$ cat src/common/divsqrt_config.svh
// ------------------------------------------------
// Build-time sizes of the divide/sqrt unit
// OP_W must be even so the root has OP_W/2 bits
// ------------------------------------------------
`ifndef DIVSQRT_CONFIG_SVH
`define DIVSQRT_CONFIG_SVH

// ------------------------------------------------
// Datapath widths
// ------------------------------------------------
`define DIVSQRT_OP_W 16 // Operand and result width
`define DIVSQRT_TAG_W 4 // Opaque transaction label

// ------------------------------------------------
// Elastic pipeline depths
// ------------------------------------------------
// Zero is legal for either, giving plain wires
`define DIVSQRT_INP_REGS 1 // Stages ahead of the FSM
`define DIVSQRT_OUT_REGS 1 // Stages after the FSM

`endif // DIVSQRT_CONFIG_SVH

$ cat src/common/divsqrt_pkg.sv
// ------------------------------------------------
// Shared types of the divide/sqrt unit
// ------------------------------------------------
`include "divsqrt_config.svh"

package divsqrt_pkg;

  // ------------------------------------------------
  // Payload types
  // ------------------------------------------------
  typedef logic [`DIVSQRT_OP_W-1:0]  operand_t; // Operands and results
  typedef logic [`DIVSQRT_TAG_W-1:0] tag_t;     // Returned unchanged with result

  // Bit 1 divide-by-zero, bit 0 inexact
  typedef logic [1:0] status_t;

  typedef enum logic {
    OP_DIV  = 1'b0, // Floor of a / b
    OP_SQRT = 1'b1  // Floor of sqrt(a), b unused
  } op_e;

  // ------------------------------------------------
  // FSM encodings
  // ------------------------------------------------
  typedef enum logic [1:0] {
    IDLE, // Waiting for work
    BUSY, // Engine running
    HOLD  // Result stalled by downstream
  } ctrl_state_e;

  typedef enum logic [1:0] {
    ENG_IDLE, // Nothing to do
    ENG_RUN,  // One result bit per cycle
    ENG_DONE  // Single-cycle done
  } eng_state_e;

endpackage

$ cat src/hw/divsqrt_pipe_regs.sv
// ------------------------------------------------
// Elastic valid/ready register chain, DEPTH >= 0
// Flush drops every stage; data regs have no reset
// ------------------------------------------------
`timescale 1ns/1ns

module divsqrt_pipe_regs #(
  parameter int unsigned DEPTH  = 1,
  parameter int unsigned DATA_W = 8
) (
  input  logic              clk_i,
  input  logic              arst_n_i,
  input  logic              flush_i,
  input  logic              valid_i,
  output logic              ready_o,
  input  logic [DATA_W-1:0] data_i,
  output logic              valid_o,
  input  logic              ready_i,
  output logic [DATA_W-1:0] data_o,
  output logic              any_valid_o  // Some stage holds an item
);

  // Index i is the view after i stages
  logic [DATA_W-1:0] stage_data  [0:DEPTH];
  logic              stage_valid [0:DEPTH];
  logic              stage_ready [0:DEPTH];
  logic              stage_occ   [0:DEPTH]; // Running OR of registered valids

  assign stage_data[0]  = data_i;
  assign stage_valid[0] = valid_i;
  assign stage_occ[0]   = 1'b0; // Upstream valid is not ours yet
  assign ready_o        = stage_ready[0];

  for (genvar i = 0; i < DEPTH; i++) begin : gen_stage
    logic              valid_q;
    logic [DATA_W-1:0] data_q;
    logic              load_en;

    // Advance when the next stage moves on or only holds a bubble
    assign stage_ready[i] = stage_ready[i+1] | ~stage_valid[i+1];
    assign load_en        = stage_ready[i] & stage_valid[i]; // Real item moving in

    always_ff @(posedge clk_i or negedge arst_n_i) begin
      if (!arst_n_i) begin
        valid_q <= 1'b0;
      end else if (flush_i) begin
        valid_q <= 1'b0; // Flush beats any transfer
      end else if (stage_ready[i]) begin
        valid_q <= stage_valid[i];
      end
    end

    always_ff @(posedge clk_i) begin
      if (load_en) begin
        data_q <= stage_data[i];
      end
    end

    assign stage_valid[i+1] = valid_q;
    assign stage_data[i+1]  = data_q;
    assign stage_occ[i+1]   = stage_occ[i] | valid_q;
  end

  // Ready comes from downstream at the far end
  assign stage_ready[DEPTH] = ready_i;
  assign valid_o            = stage_valid[DEPTH];
  assign data_o             = stage_data[DEPTH];
  assign any_valid_o        = stage_occ[DEPTH];

  // A stalled item must not change under the consumer
  a_data_hold: assert property (@(posedge clk_i) disable iff (!arst_n_i)
    valid_o && !ready_i && !flush_i |=> $stable(data_o));

endmodule

$ cat src/hw/divsqrt_ctrl.sv
// ------------------------------------------------
// IDLE/BUSY/HOLD FSM between input pipe and engine
// One operation in flight; engine result is held
// ------------------------------------------------
`timescale 1ns/1ns

module divsqrt_ctrl (
  input  logic                  clk_i,
  input  logic                  arst_n_i,
  input  logic                  flush_i,
  // Upstream side
  input  logic                  in_valid_i,
  output logic                  in_ready_o,
  input  divsqrt_pkg::op_e      op_i,
  input  divsqrt_pkg::operand_t opa_i,
  input  divsqrt_pkg::operand_t opb_i,
  input  divsqrt_pkg::tag_t     tag_i,
  // Engine side
  output logic                  eng_start_o,
  output divsqrt_pkg::op_e      eng_op_o,
  output divsqrt_pkg::operand_t eng_opa_o,
  output divsqrt_pkg::operand_t eng_opb_o,
  input  logic                  eng_busy_i,
  input  logic                  eng_done_i,
  input  divsqrt_pkg::operand_t eng_result_i,
  input  divsqrt_pkg::status_t  eng_status_i,
  // Downstream side
  output logic                  out_valid_o,
  input  logic                  out_ready_i,
  output divsqrt_pkg::operand_t result_o,
  output divsqrt_pkg::status_t  status_o,
  output divsqrt_pkg::tag_t     tag_o,
  output logic                  busy_o
);

  divsqrt_pkg::ctrl_state_e state_q, state_d;
  divsqrt_pkg::tag_t        tag_q; // Label of the op in the engine
  logic                     slot_free; // Result slot empties this cycle
  logic                     res_valid; // Engine result offered downstream

  // ------------------------------------------------
  // Output offer and slot occupancy
  // ------------------------------------------------
  always_comb begin
    slot_free = 1'b0;
    res_valid = 1'b0;
    unique case (state_q)
      divsqrt_pkg::IDLE: slot_free = 1'b1;
      divsqrt_pkg::BUSY: begin
        res_valid = eng_done_i; // Offer in the done cycle itself
        slot_free = eng_done_i & out_ready_i;
      end
      divsqrt_pkg::HOLD: begin
        res_valid = 1'b1;
        slot_free = out_ready_i;
      end
      default: slot_free = 1'b0;
    endcase
  end

  // Engine busy low also covers its done cycle
  assign in_ready_o  = slot_free & ~eng_busy_i & ~flush_i;
  assign eng_start_o = in_valid_i & in_ready_o;
  assign out_valid_o = res_valid & ~flush_i; // Flush cancels the offer

  // ------------------------------------------------
  // Next state
  // ------------------------------------------------
  always_comb begin
    state_d = state_q;
    unique case (state_q)
      divsqrt_pkg::IDLE: if (eng_start_o) state_d = divsqrt_pkg::BUSY;
      divsqrt_pkg::BUSY: begin
        if (eng_done_i) begin
          if (!out_ready_i)     state_d = divsqrt_pkg::HOLD; // Park the result
          else if (eng_start_o) state_d = divsqrt_pkg::BUSY; // Back to back
          else                  state_d = divsqrt_pkg::IDLE;
        end
      end
      divsqrt_pkg::HOLD: begin
        if (out_ready_i) begin
          state_d = eng_start_o ? divsqrt_pkg::BUSY : divsqrt_pkg::IDLE;
        end
      end
      default: state_d = divsqrt_pkg::IDLE;
    endcase
    if (flush_i) state_d = divsqrt_pkg::IDLE; // Flush overrides all
  end

  always_ff @(posedge clk_i or negedge arst_n_i) begin
    if (!arst_n_i) state_q <= divsqrt_pkg::IDLE;
    else           state_q <= state_d;
  end

  // Tag rides beside the engine
  always_ff @(posedge clk_i) begin
    if (eng_start_o) tag_q <= tag_i;
  end

  // Engine latches these at start
  assign eng_op_o  = op_i;
  assign eng_opa_o = opa_i;
  assign eng_opb_o = opb_i;

  assign result_o = eng_result_i; // Engine keeps it stable until next start
  assign status_o = eng_status_i;
  assign tag_o    = tag_q;
  assign busy_o   = (state_q != divsqrt_pkg::IDLE);

  // ------------------------------------------------
  // Checks
  // ------------------------------------------------
  // A running engine always belongs to the op this FSM is tracking
  a_eng_tracked: assert property (@(posedge clk_i) disable iff (!arst_n_i)
    eng_busy_i |-> state_q == divsqrt_pkg::BUSY);

  a_out_hold: assert property (@(posedge clk_i) disable iff (!arst_n_i)
    out_valid_o && !out_ready_i && !flush_i |=> out_valid_o || flush_i);

endmodule

$ cat src/iter_engine/iter_divsqrt.sv
// ------------------------------------------------
// Restoring divider and digit-by-digit sqrt, 1 bit/cycle
// Result and flags stay stable until the next start
// ------------------------------------------------
`timescale 1ns/1ns

`include "divsqrt_config.svh"

module iter_divsqrt (
  input  logic                  clk_i,
  input  logic                  arst_n_i,
  input  logic                  flush_i,
  input  logic                  start_i,
  input  divsqrt_pkg::op_e      op_i,
  input  divsqrt_pkg::operand_t opa_i,
  input  divsqrt_pkg::operand_t opb_i,
  output logic                  busy_o,
  output logic                  done_o,
  output divsqrt_pkg::operand_t result_o,
  output divsqrt_pkg::status_t  status_o
);

  localparam int unsigned W     = `DIVSQRT_OP_W;
  localparam int unsigned CNT_W = $clog2(W + 1);

  divsqrt_pkg::eng_state_e state_q;
  logic [CNT_W-1:0]        cnt_q;  // Iterations left
  divsqrt_pkg::op_e        op_q;
  divsqrt_pkg::operand_t   src_q;  // Dividend or radicand, MSB first
  divsqrt_pkg::operand_t   dvs_q;  // Divisor
  divsqrt_pkg::operand_t   res_q;  // Quotient or root, LSB shifted in
  logic [W:0]              rem_q;  // Partial remainder, one guard bit

  logic [W:0] rem_sh;  // Remainder with next source bits appended
  logic [W:0] subtr;   // Trial subtrahend
  logic [W:0] diff;
  logic       borrow;  // Trial went negative, restore
  logic       dz;

  // ------------------------------------------------
  // One iteration step
  // ------------------------------------------------
  always_comb begin
    if (op_q == divsqrt_pkg::OP_DIV) begin
      rem_sh = {rem_q[W-1:0], src_q[W-1]};
      subtr  = {1'b0, dvs_q};
    end else begin
      rem_sh = {rem_q[W-2:0], src_q[W-1:W-2]}; // Two radicand bits per root bit
      subtr  = {res_q[W-2:0], 2'b01};          // 4*root + 1
    end
  end

  assign {borrow, diff} = {1'b0, rem_sh} - {1'b0, subtr};

  // ------------------------------------------------
  // Control
  // ------------------------------------------------
  always_ff @(posedge clk_i or negedge arst_n_i) begin
    if (!arst_n_i) begin
      state_q <= divsqrt_pkg::ENG_IDLE;
      cnt_q   <= '0;
    end else if (flush_i) begin
      state_q <= divsqrt_pkg::ENG_IDLE; // Abort, datapath left as is
      cnt_q   <= '0;
    end else begin
      unique case (state_q)
        divsqrt_pkg::ENG_RUN: begin
          cnt_q <= cnt_q - 1'b1;
          if (cnt_q == CNT_W'(1)) state_q <= divsqrt_pkg::ENG_DONE; // Last bit
        end
        default: begin // IDLE and DONE both take a new start
          state_q <= divsqrt_pkg::ENG_IDLE;
          if (start_i) begin
            state_q <= divsqrt_pkg::ENG_RUN;
            cnt_q   <= (op_i == divsqrt_pkg::OP_DIV) ? CNT_W'(W) : CNT_W'(W / 2);
          end
        end
      endcase
    end
  end

  // ------------------------------------------------
  // Datapath
  // ------------------------------------------------
  always_ff @(posedge clk_i) begin
    if (start_i && state_q != divsqrt_pkg::ENG_RUN) begin
      op_q  <= op_i;
      src_q <= opa_i;
      dvs_q <= opb_i;
      res_q <= '0;
      rem_q <= '0;
    end else if (state_q == divsqrt_pkg::ENG_RUN) begin
      rem_q <= borrow ? rem_sh : diff;    // Restore on borrow
      res_q <= {res_q[W-2:0], ~borrow};
      src_q <= (op_q == divsqrt_pkg::OP_DIV) ? {src_q[W-2:0], 1'b0}
                                             : {src_q[W-3:0], 2'b00};
    end
  end

  // Zero divisor naturally yields all ones; remainder meaningless then
  assign dz = (op_q == divsqrt_pkg::OP_DIV) && (dvs_q == '0);

  assign status_o = {dz, ~dz & (rem_q != '0)};
  assign result_o = res_q;
  assign busy_o   = (state_q == divsqrt_pkg::ENG_RUN);
  assign done_o   = (state_q == divsqrt_pkg::ENG_DONE);

  a_done_pulse: assert property (@(posedge clk_i) disable iff (!arst_n_i)
    done_o |=> !done_o);

endmodule

$ cat src/hw/divsqrt_top.sv
// ------------------------------------------------
// Multicycle unsigned divide/sqrt with tag and flush
// Variable latency; results leave in acceptance order
// ------------------------------------------------
`timescale 1ns/1ns

`include "divsqrt_config.svh"

module divsqrt_top (
  input  logic                  clk_i,
  input  logic                  arst_n_i,
  input  logic                  flush_i,
  input  logic                  in_valid_i,
  output logic                  in_ready_o,
  input  divsqrt_pkg::op_e      op_i,
  input  divsqrt_pkg::operand_t opa_i,
  input  divsqrt_pkg::operand_t opb_i,
  input  divsqrt_pkg::tag_t     tag_i,
  output logic                  out_valid_o,
  input  logic                  out_ready_i,
  output divsqrt_pkg::operand_t result_o,
  output divsqrt_pkg::status_t  status_o,
  output divsqrt_pkg::tag_t     tag_o,
  output logic                  busy_o
);

  // Payload widths of the two pipes
  localparam int unsigned IN_W  = $bits(divsqrt_pkg::op_e) + 2 * $bits(divsqrt_pkg::operand_t)
                                  + $bits(divsqrt_pkg::tag_t);
  localparam int unsigned OUT_W = $bits(divsqrt_pkg::operand_t) + $bits(divsqrt_pkg::status_t)
                                  + $bits(divsqrt_pkg::tag_t);

  logic [IN_W-1:0]  inp_data;  // {op, a, b, tag} after input pipe
  logic [OUT_W-1:0] out_data;  // {result, status, tag} into output pipe
  logic             inp_valid, inp_ready, inp_busy;
  logic             res_valid, res_ready, out_busy, ctrl_busy;

  divsqrt_pkg::operand_t res, eng_opa, eng_opb, eng_res;
  divsqrt_pkg::status_t  res_status, eng_status;
  divsqrt_pkg::tag_t     res_tag;
  divsqrt_pkg::op_e      eng_op;
  logic                  eng_start, eng_busy, eng_done;

  // ------------------------------------------------
  // Input pipeline
  // ------------------------------------------------
  divsqrt_pipe_regs #(.DEPTH(`DIVSQRT_INP_REGS), .DATA_W(IN_W)) u_inp_pipe (
    .clk_i, .arst_n_i, .flush_i,
    .valid_i(in_valid_i), .ready_o(in_ready_o), .data_i({op_i, opa_i, opb_i, tag_i}),
    .valid_o(inp_valid), .ready_i(inp_ready), .data_o(inp_data),
    .any_valid_o(inp_busy)
  );

  // ------------------------------------------------
  // Control and engine
  // ------------------------------------------------
  divsqrt_ctrl u_ctrl (
    .clk_i, .arst_n_i, .flush_i,
    .in_valid_i(inp_valid), .in_ready_o(inp_ready),
    .op_i(divsqrt_pkg::op_e'(inp_data[IN_W-1])),  // Unpack payload
    .opa_i(inp_data[IN_W-2 -: `DIVSQRT_OP_W]),
    .opb_i(inp_data[`DIVSQRT_TAG_W +: `DIVSQRT_OP_W]),
    .tag_i(inp_data[`DIVSQRT_TAG_W-1:0]),
    .eng_start_o(eng_start), .eng_op_o(eng_op), .eng_opa_o(eng_opa), .eng_opb_o(eng_opb),
    .eng_busy_i(eng_busy), .eng_done_i(eng_done),
    .eng_result_i(eng_res), .eng_status_i(eng_status),
    .out_valid_o(res_valid), .out_ready_i(res_ready),
    .result_o(res), .status_o(res_status), .tag_o(res_tag), .busy_o(ctrl_busy)
  );

  iter_divsqrt u_engine (
    .clk_i, .arst_n_i, .flush_i,
    .start_i(eng_start), .op_i(eng_op), .opa_i(eng_opa), .opb_i(eng_opb),
    .busy_o(eng_busy), .done_o(eng_done), .result_o(eng_res), .status_o(eng_status)
  );

  // ------------------------------------------------
  // Output pipeline
  // ------------------------------------------------
  divsqrt_pipe_regs #(.DEPTH(`DIVSQRT_OUT_REGS), .DATA_W(OUT_W)) u_out_pipe (
    .clk_i, .arst_n_i, .flush_i,
    .valid_i(res_valid), .ready_o(res_ready), .data_i({res, res_status, res_tag}),
    .valid_o(out_valid_o), .ready_i(out_ready_i), .data_o(out_data),
    .any_valid_o(out_busy)
  );

  assign {result_o, status_o, tag_o} = out_data;
  assign busy_o = inp_busy | ctrl_busy | out_busy; // Anything held anywhere

endmodule

$ cat config.mk
export PLATFORM = sky130hd
export DESIGN_NAME = divsqrt_top
export DESIGN_NICKNAME = d
export VERILOG_FILES = /design/src/common/divsqrt_pkg.sv /design/src/hw/divsqrt_pipe_regs.sv /design/src/hw/divsqrt_ctrl.sv /design/src/iter_engine/iter_divsqrt.sv /design/src/hw/divsqrt_top.sv
export VERILOG_INCLUDE_DIRS = /design/src /design/src/common
export SDC_FILE = /design/constraint.sdc
export NUM_CORES = 1
export LEC_CHECK = 0
export BUFFER_PORTS_ARGS = -buffer_cell sky130_fd_sc_hd__buf_2
export CAP_MARGIN = 40
export CORE_UTILIZATION = 30
export CTS_BUF_LIST = sky130_fd_sc_hd__clkbuf_4
export DETAILED_ROUTE_END_ITERATION = 6
export GPL_TIMING_DRIVEN = 0
export HOLD_SLACK_MARGIN = 0.06
export PLACE_DENSITY_LB_ADDON = 0.15
export SLEW_MARGIN = 20
export SYNTH_ARGS = -nofsm -noshare
export SYNTH_HDL_FRONTEND = slang
export SYNTH_SLANG_ARGS = --single-unit
$ cat constraint.sdc
create_clock -name clk_i -period 5.65 [get_ports clk_i]
set_clock_uncertainty 0.2 [all_clocks]
set_input_delay 0.8475 -clock clk_i [delete_from_list [all_inputs] [get_ports clk_i]]
set_output_delay 0.8475 -clock clk_i [all_outputs]
set_load 0.005 [all_outputs]
==> flow_summary.json <==
{
  "fin_crit_sh": 0.744,
  "wl_per_cell_um": 16.3,
  "grt_usage": 0.140,
  "seqPwrFrac": 0.421,
  "crit_path_max_fanout": 10,
  "dr.pass1.iters": 4,
  "fin_crit_ns": 4.20,
  "rsz0062_at_grt": "no",
  "leakagePower_nw": 2.92,
  "swShare": 0.354,
  "ys_warn_count": 0,
  "worst-r2r-setup-slack_ns": 1.45,
  "reg2reg_from": "u_engine.op_q",
  "cts_buffer_depth": 2,
  "final_cell_mix": "edfxtp_1, buf_2, mux2i_1",
  "grt_pass1_vias": 4344,
  "gr-total-overflow": 0,
  "final_common_cell": "edfxtp_1",
  "cellPowerDensity_mw_per_mm2": 426,
  "antenna_found_initial": 1,
  "clk_latency_ns": 0.53,
  "cts_tree": "done",
  "cp-end-kind": "register",
  "synth.top_cell.area_share": 0.446,
  "endpoint": "u_engine.rem_q[1]",
  "rows": 53,
  "peakVddDrop_v": 0.000137,
  "syn_nets": 591,
  "yosys.area.top_type": "edfxtp_1",
  "clk_pin_slew_ns": 0.12,
  "clock-sinks": 140,
  "p_int_mw": 2.06,
  "drtAntennaViolNets": 0,
  "max_freq_ghz": 0.238,
  "reg2reg_to": "u_engine.rem_q[1]",
  "cp.arrival_ns": 4.41,
  "syn2layout_area_growth_pct": 15.6,
  "timing.max_cap.violations": 0,
  "dpl.hpwl_mm": 10.7,
  "dp.cells": 867,
  "drive_above_1_share": 0.214,
  "cts_root_buf": "clkbuf_4",
  "critPathRequiredTime_ns": 5.86,
  "ys.flop_type": "edfxtp_1",
  "max_slew_margin": 0.500,
  "syn_inst": 525,
  "postLayoutCoreUtil": 0.355,
  "cts_buffers": 17,
  "die_x_um": 149,
  "worst_setup_path_start_kind": "register",
  "final_area_sq_mm": 0.00748,
  "synth_seq_cells": 140,
  "p_switching_mw": 1.13,
  "outcome": "completed",
  "drcViolationCount": 0,
  "final_cells": 901,
  "ys_types": 59,
  "dieArea_sq_mm": 0.0222,
  "synthTopCellsByArea": "edfxtp_1, dfxtp_1, mux2i_1",
  "ios": 67,
  "place_congestion": 0.840,
  "grt_max_degree": 26,
  "crit_type": "register to register",
  "drv_slew": 0,
  "portBuffers": 66,
  "yosysSeqAreaShare": 0.590,
  "post_dp_cell_area_sq_mm": 0.00718,
  "netlist_area_sq_mm": 0.00647,
  "synth_edf_count": 96,
  "reg2reg_depth": 14,
  "drt-total-wl_mm": 14.7,
  "fp.coreArea_sq_mm": 0.0211,
  "hp-start": "u_inp_pipe.data_o[3]",
  "setup_viol": 0,
  "p_comb_frac": 0.374,
  "htree_levels": 4,
  "p_clk_frac": 0.205,
  "tightest_slew_ns": 0.750,
  "async_flop_share": 0.0786,
  "nets": 678,
  "via_per_inst": 4.85,
  "via_count": 4366,
  "grt_pass1_wl_mm": 23.6,
  "startpoint": "u_engine.op_q",
  "hold_viol_final": 0,
  "start_util": 0.307,
  "p_total_mw": 3.19,
  "min-delay-path-class": "register to register",
  "tns_ns": 0,
  "postSynthAreaPerCell_sq_um": 12.3,
  "die_h_um": 149,
  "first_iter_violations": 252
}
-- worst max-delay path, stage by stage (launching register included) --
cell	delay [ns]
edfxtp_1	0.35
clkbuf_1	0.21
buf_1	0.51
clkbuf_1	0.64
mux2i_1	0.28
ha_1	0.26
buf_6	0.14
and3_1	0.19
a221o_1	0.35
nand2_2	0.11
nand3_2	0.10
a41o_4	0.31
buf_6	0.16
mux2i_1	0.17
o21ai_0	0.10
-- metrics by stage --
step,worst slack [ns],hold slack (ns)
2_1_floorplan,1.87,0.200
3_3_place_gp,0.900,0.201
3_5_place_dp,1.45,0.205
4_1_cts,1.40,0.223
5_1_grt,1.09,0.202
6_report,1.45,0.231
-- logic make-up after synthesis --
family	Yosys count	share of synthesized area
AOI/OAI and AO/OA	119	0.123
xor gates and xnor gates	13	0.0176
DFF	140	0.590
adders and majority gates	24	0.0476
and+or+nand+nor	135	0.101
buffers and inverters	35	0.0255
muxes	59	0.0951
-- repair_timing --
| action | 4_1_cts | 5_1_grt |
|---|---|---|
| resized for setup | 0 | 0 |
| hold buffers | 1 | 0 |
| hold endpoints to repair | 11 | 0 |
| buffers inserted | 0 | 0 |
-- metal layers --
metal / track usage / vias to the layer above / wire length, um
met4: 0.0449 / 0 / 175
met3: 0.0373 / 12 / 607
met2: 0.218 / 95 / 6670
li1: - / 2157 / -
met5: 0 / - / 0
met1: 0.189 / 2102 / 7200
-- synthesized netlist by cell type, drive strengths merged, types with 5 or more instances --
library cell and instances:
xnor2 7, a21o 10, nor2b 6, nor3 10
dfrtp 11, a21oi 31, nor2 36, a22o 15
nand2b 5, mux2 17, o21ai 31, nand2 38
buf 8, dfxtp 33, clkbuf 15, nor4 6
inv 12, mux2i 42, nand3 11, xor2 6
edfxtp 96, ha 23
-- final cells by class --
class,instances,area [sq um]
diodes,1,2.50
plain buffers,23,120
clock buffers,22,165
clock inverters,10,119
fillers,2121,13600
inverters,12,45.0
multi-input cells,350,2500
flip-flops and latches,140,3820
well taps,275,344
repair buffers,68,368
-- sequential cells by signal, summed over array words and instances (netlist names), 4 cells and up --
signal and cells:
u_ctrl.tag_o 4, u_engine.cnt_q 5, u_engine.dvs_q 16, u_engine.rem_q 17
u_engine.result_o 16, u_engine.src_q 16, u_inp_pipe.data_o 37, u_out_pipe.data_o 22
-- worst min path at each step --
| stage | cells past startpoint | slack, ns | endpoint |
|---|---|---|---|
| 2_1_floorplan | 0 | 0.20 | u_ctrl.tag_o[0] |
| 3_3_place_gp | 0 | 0.20 | u_ctrl.tag_o[1] |
| 3_5_place_dp | 0 | 0.21 | u_ctrl.tag_o[1] |
| 4_1_cts | 1 | 0.22 | u_inp_pipe.data_o[1] |
| 5_1_grt | 1 | 0.20 | u_inp_pipe.data_o[24] |
| 6_report | 0 | 0.23 | u_ctrl.tag_o[3] |
-- power by group through the flow --
stage               Clock (mW)  Combinational [mW]  Sequential [mW]
floorplan                    0               0.926             1.33
global placement             0                1.18             1.36
detailed placement           0                1.19             1.36
CTS                      0.682                1.20             1.34
global route             0.723                1.32             1.36
finish                   0.654                1.19             1.34
Power figures use the tool's default switching activity.
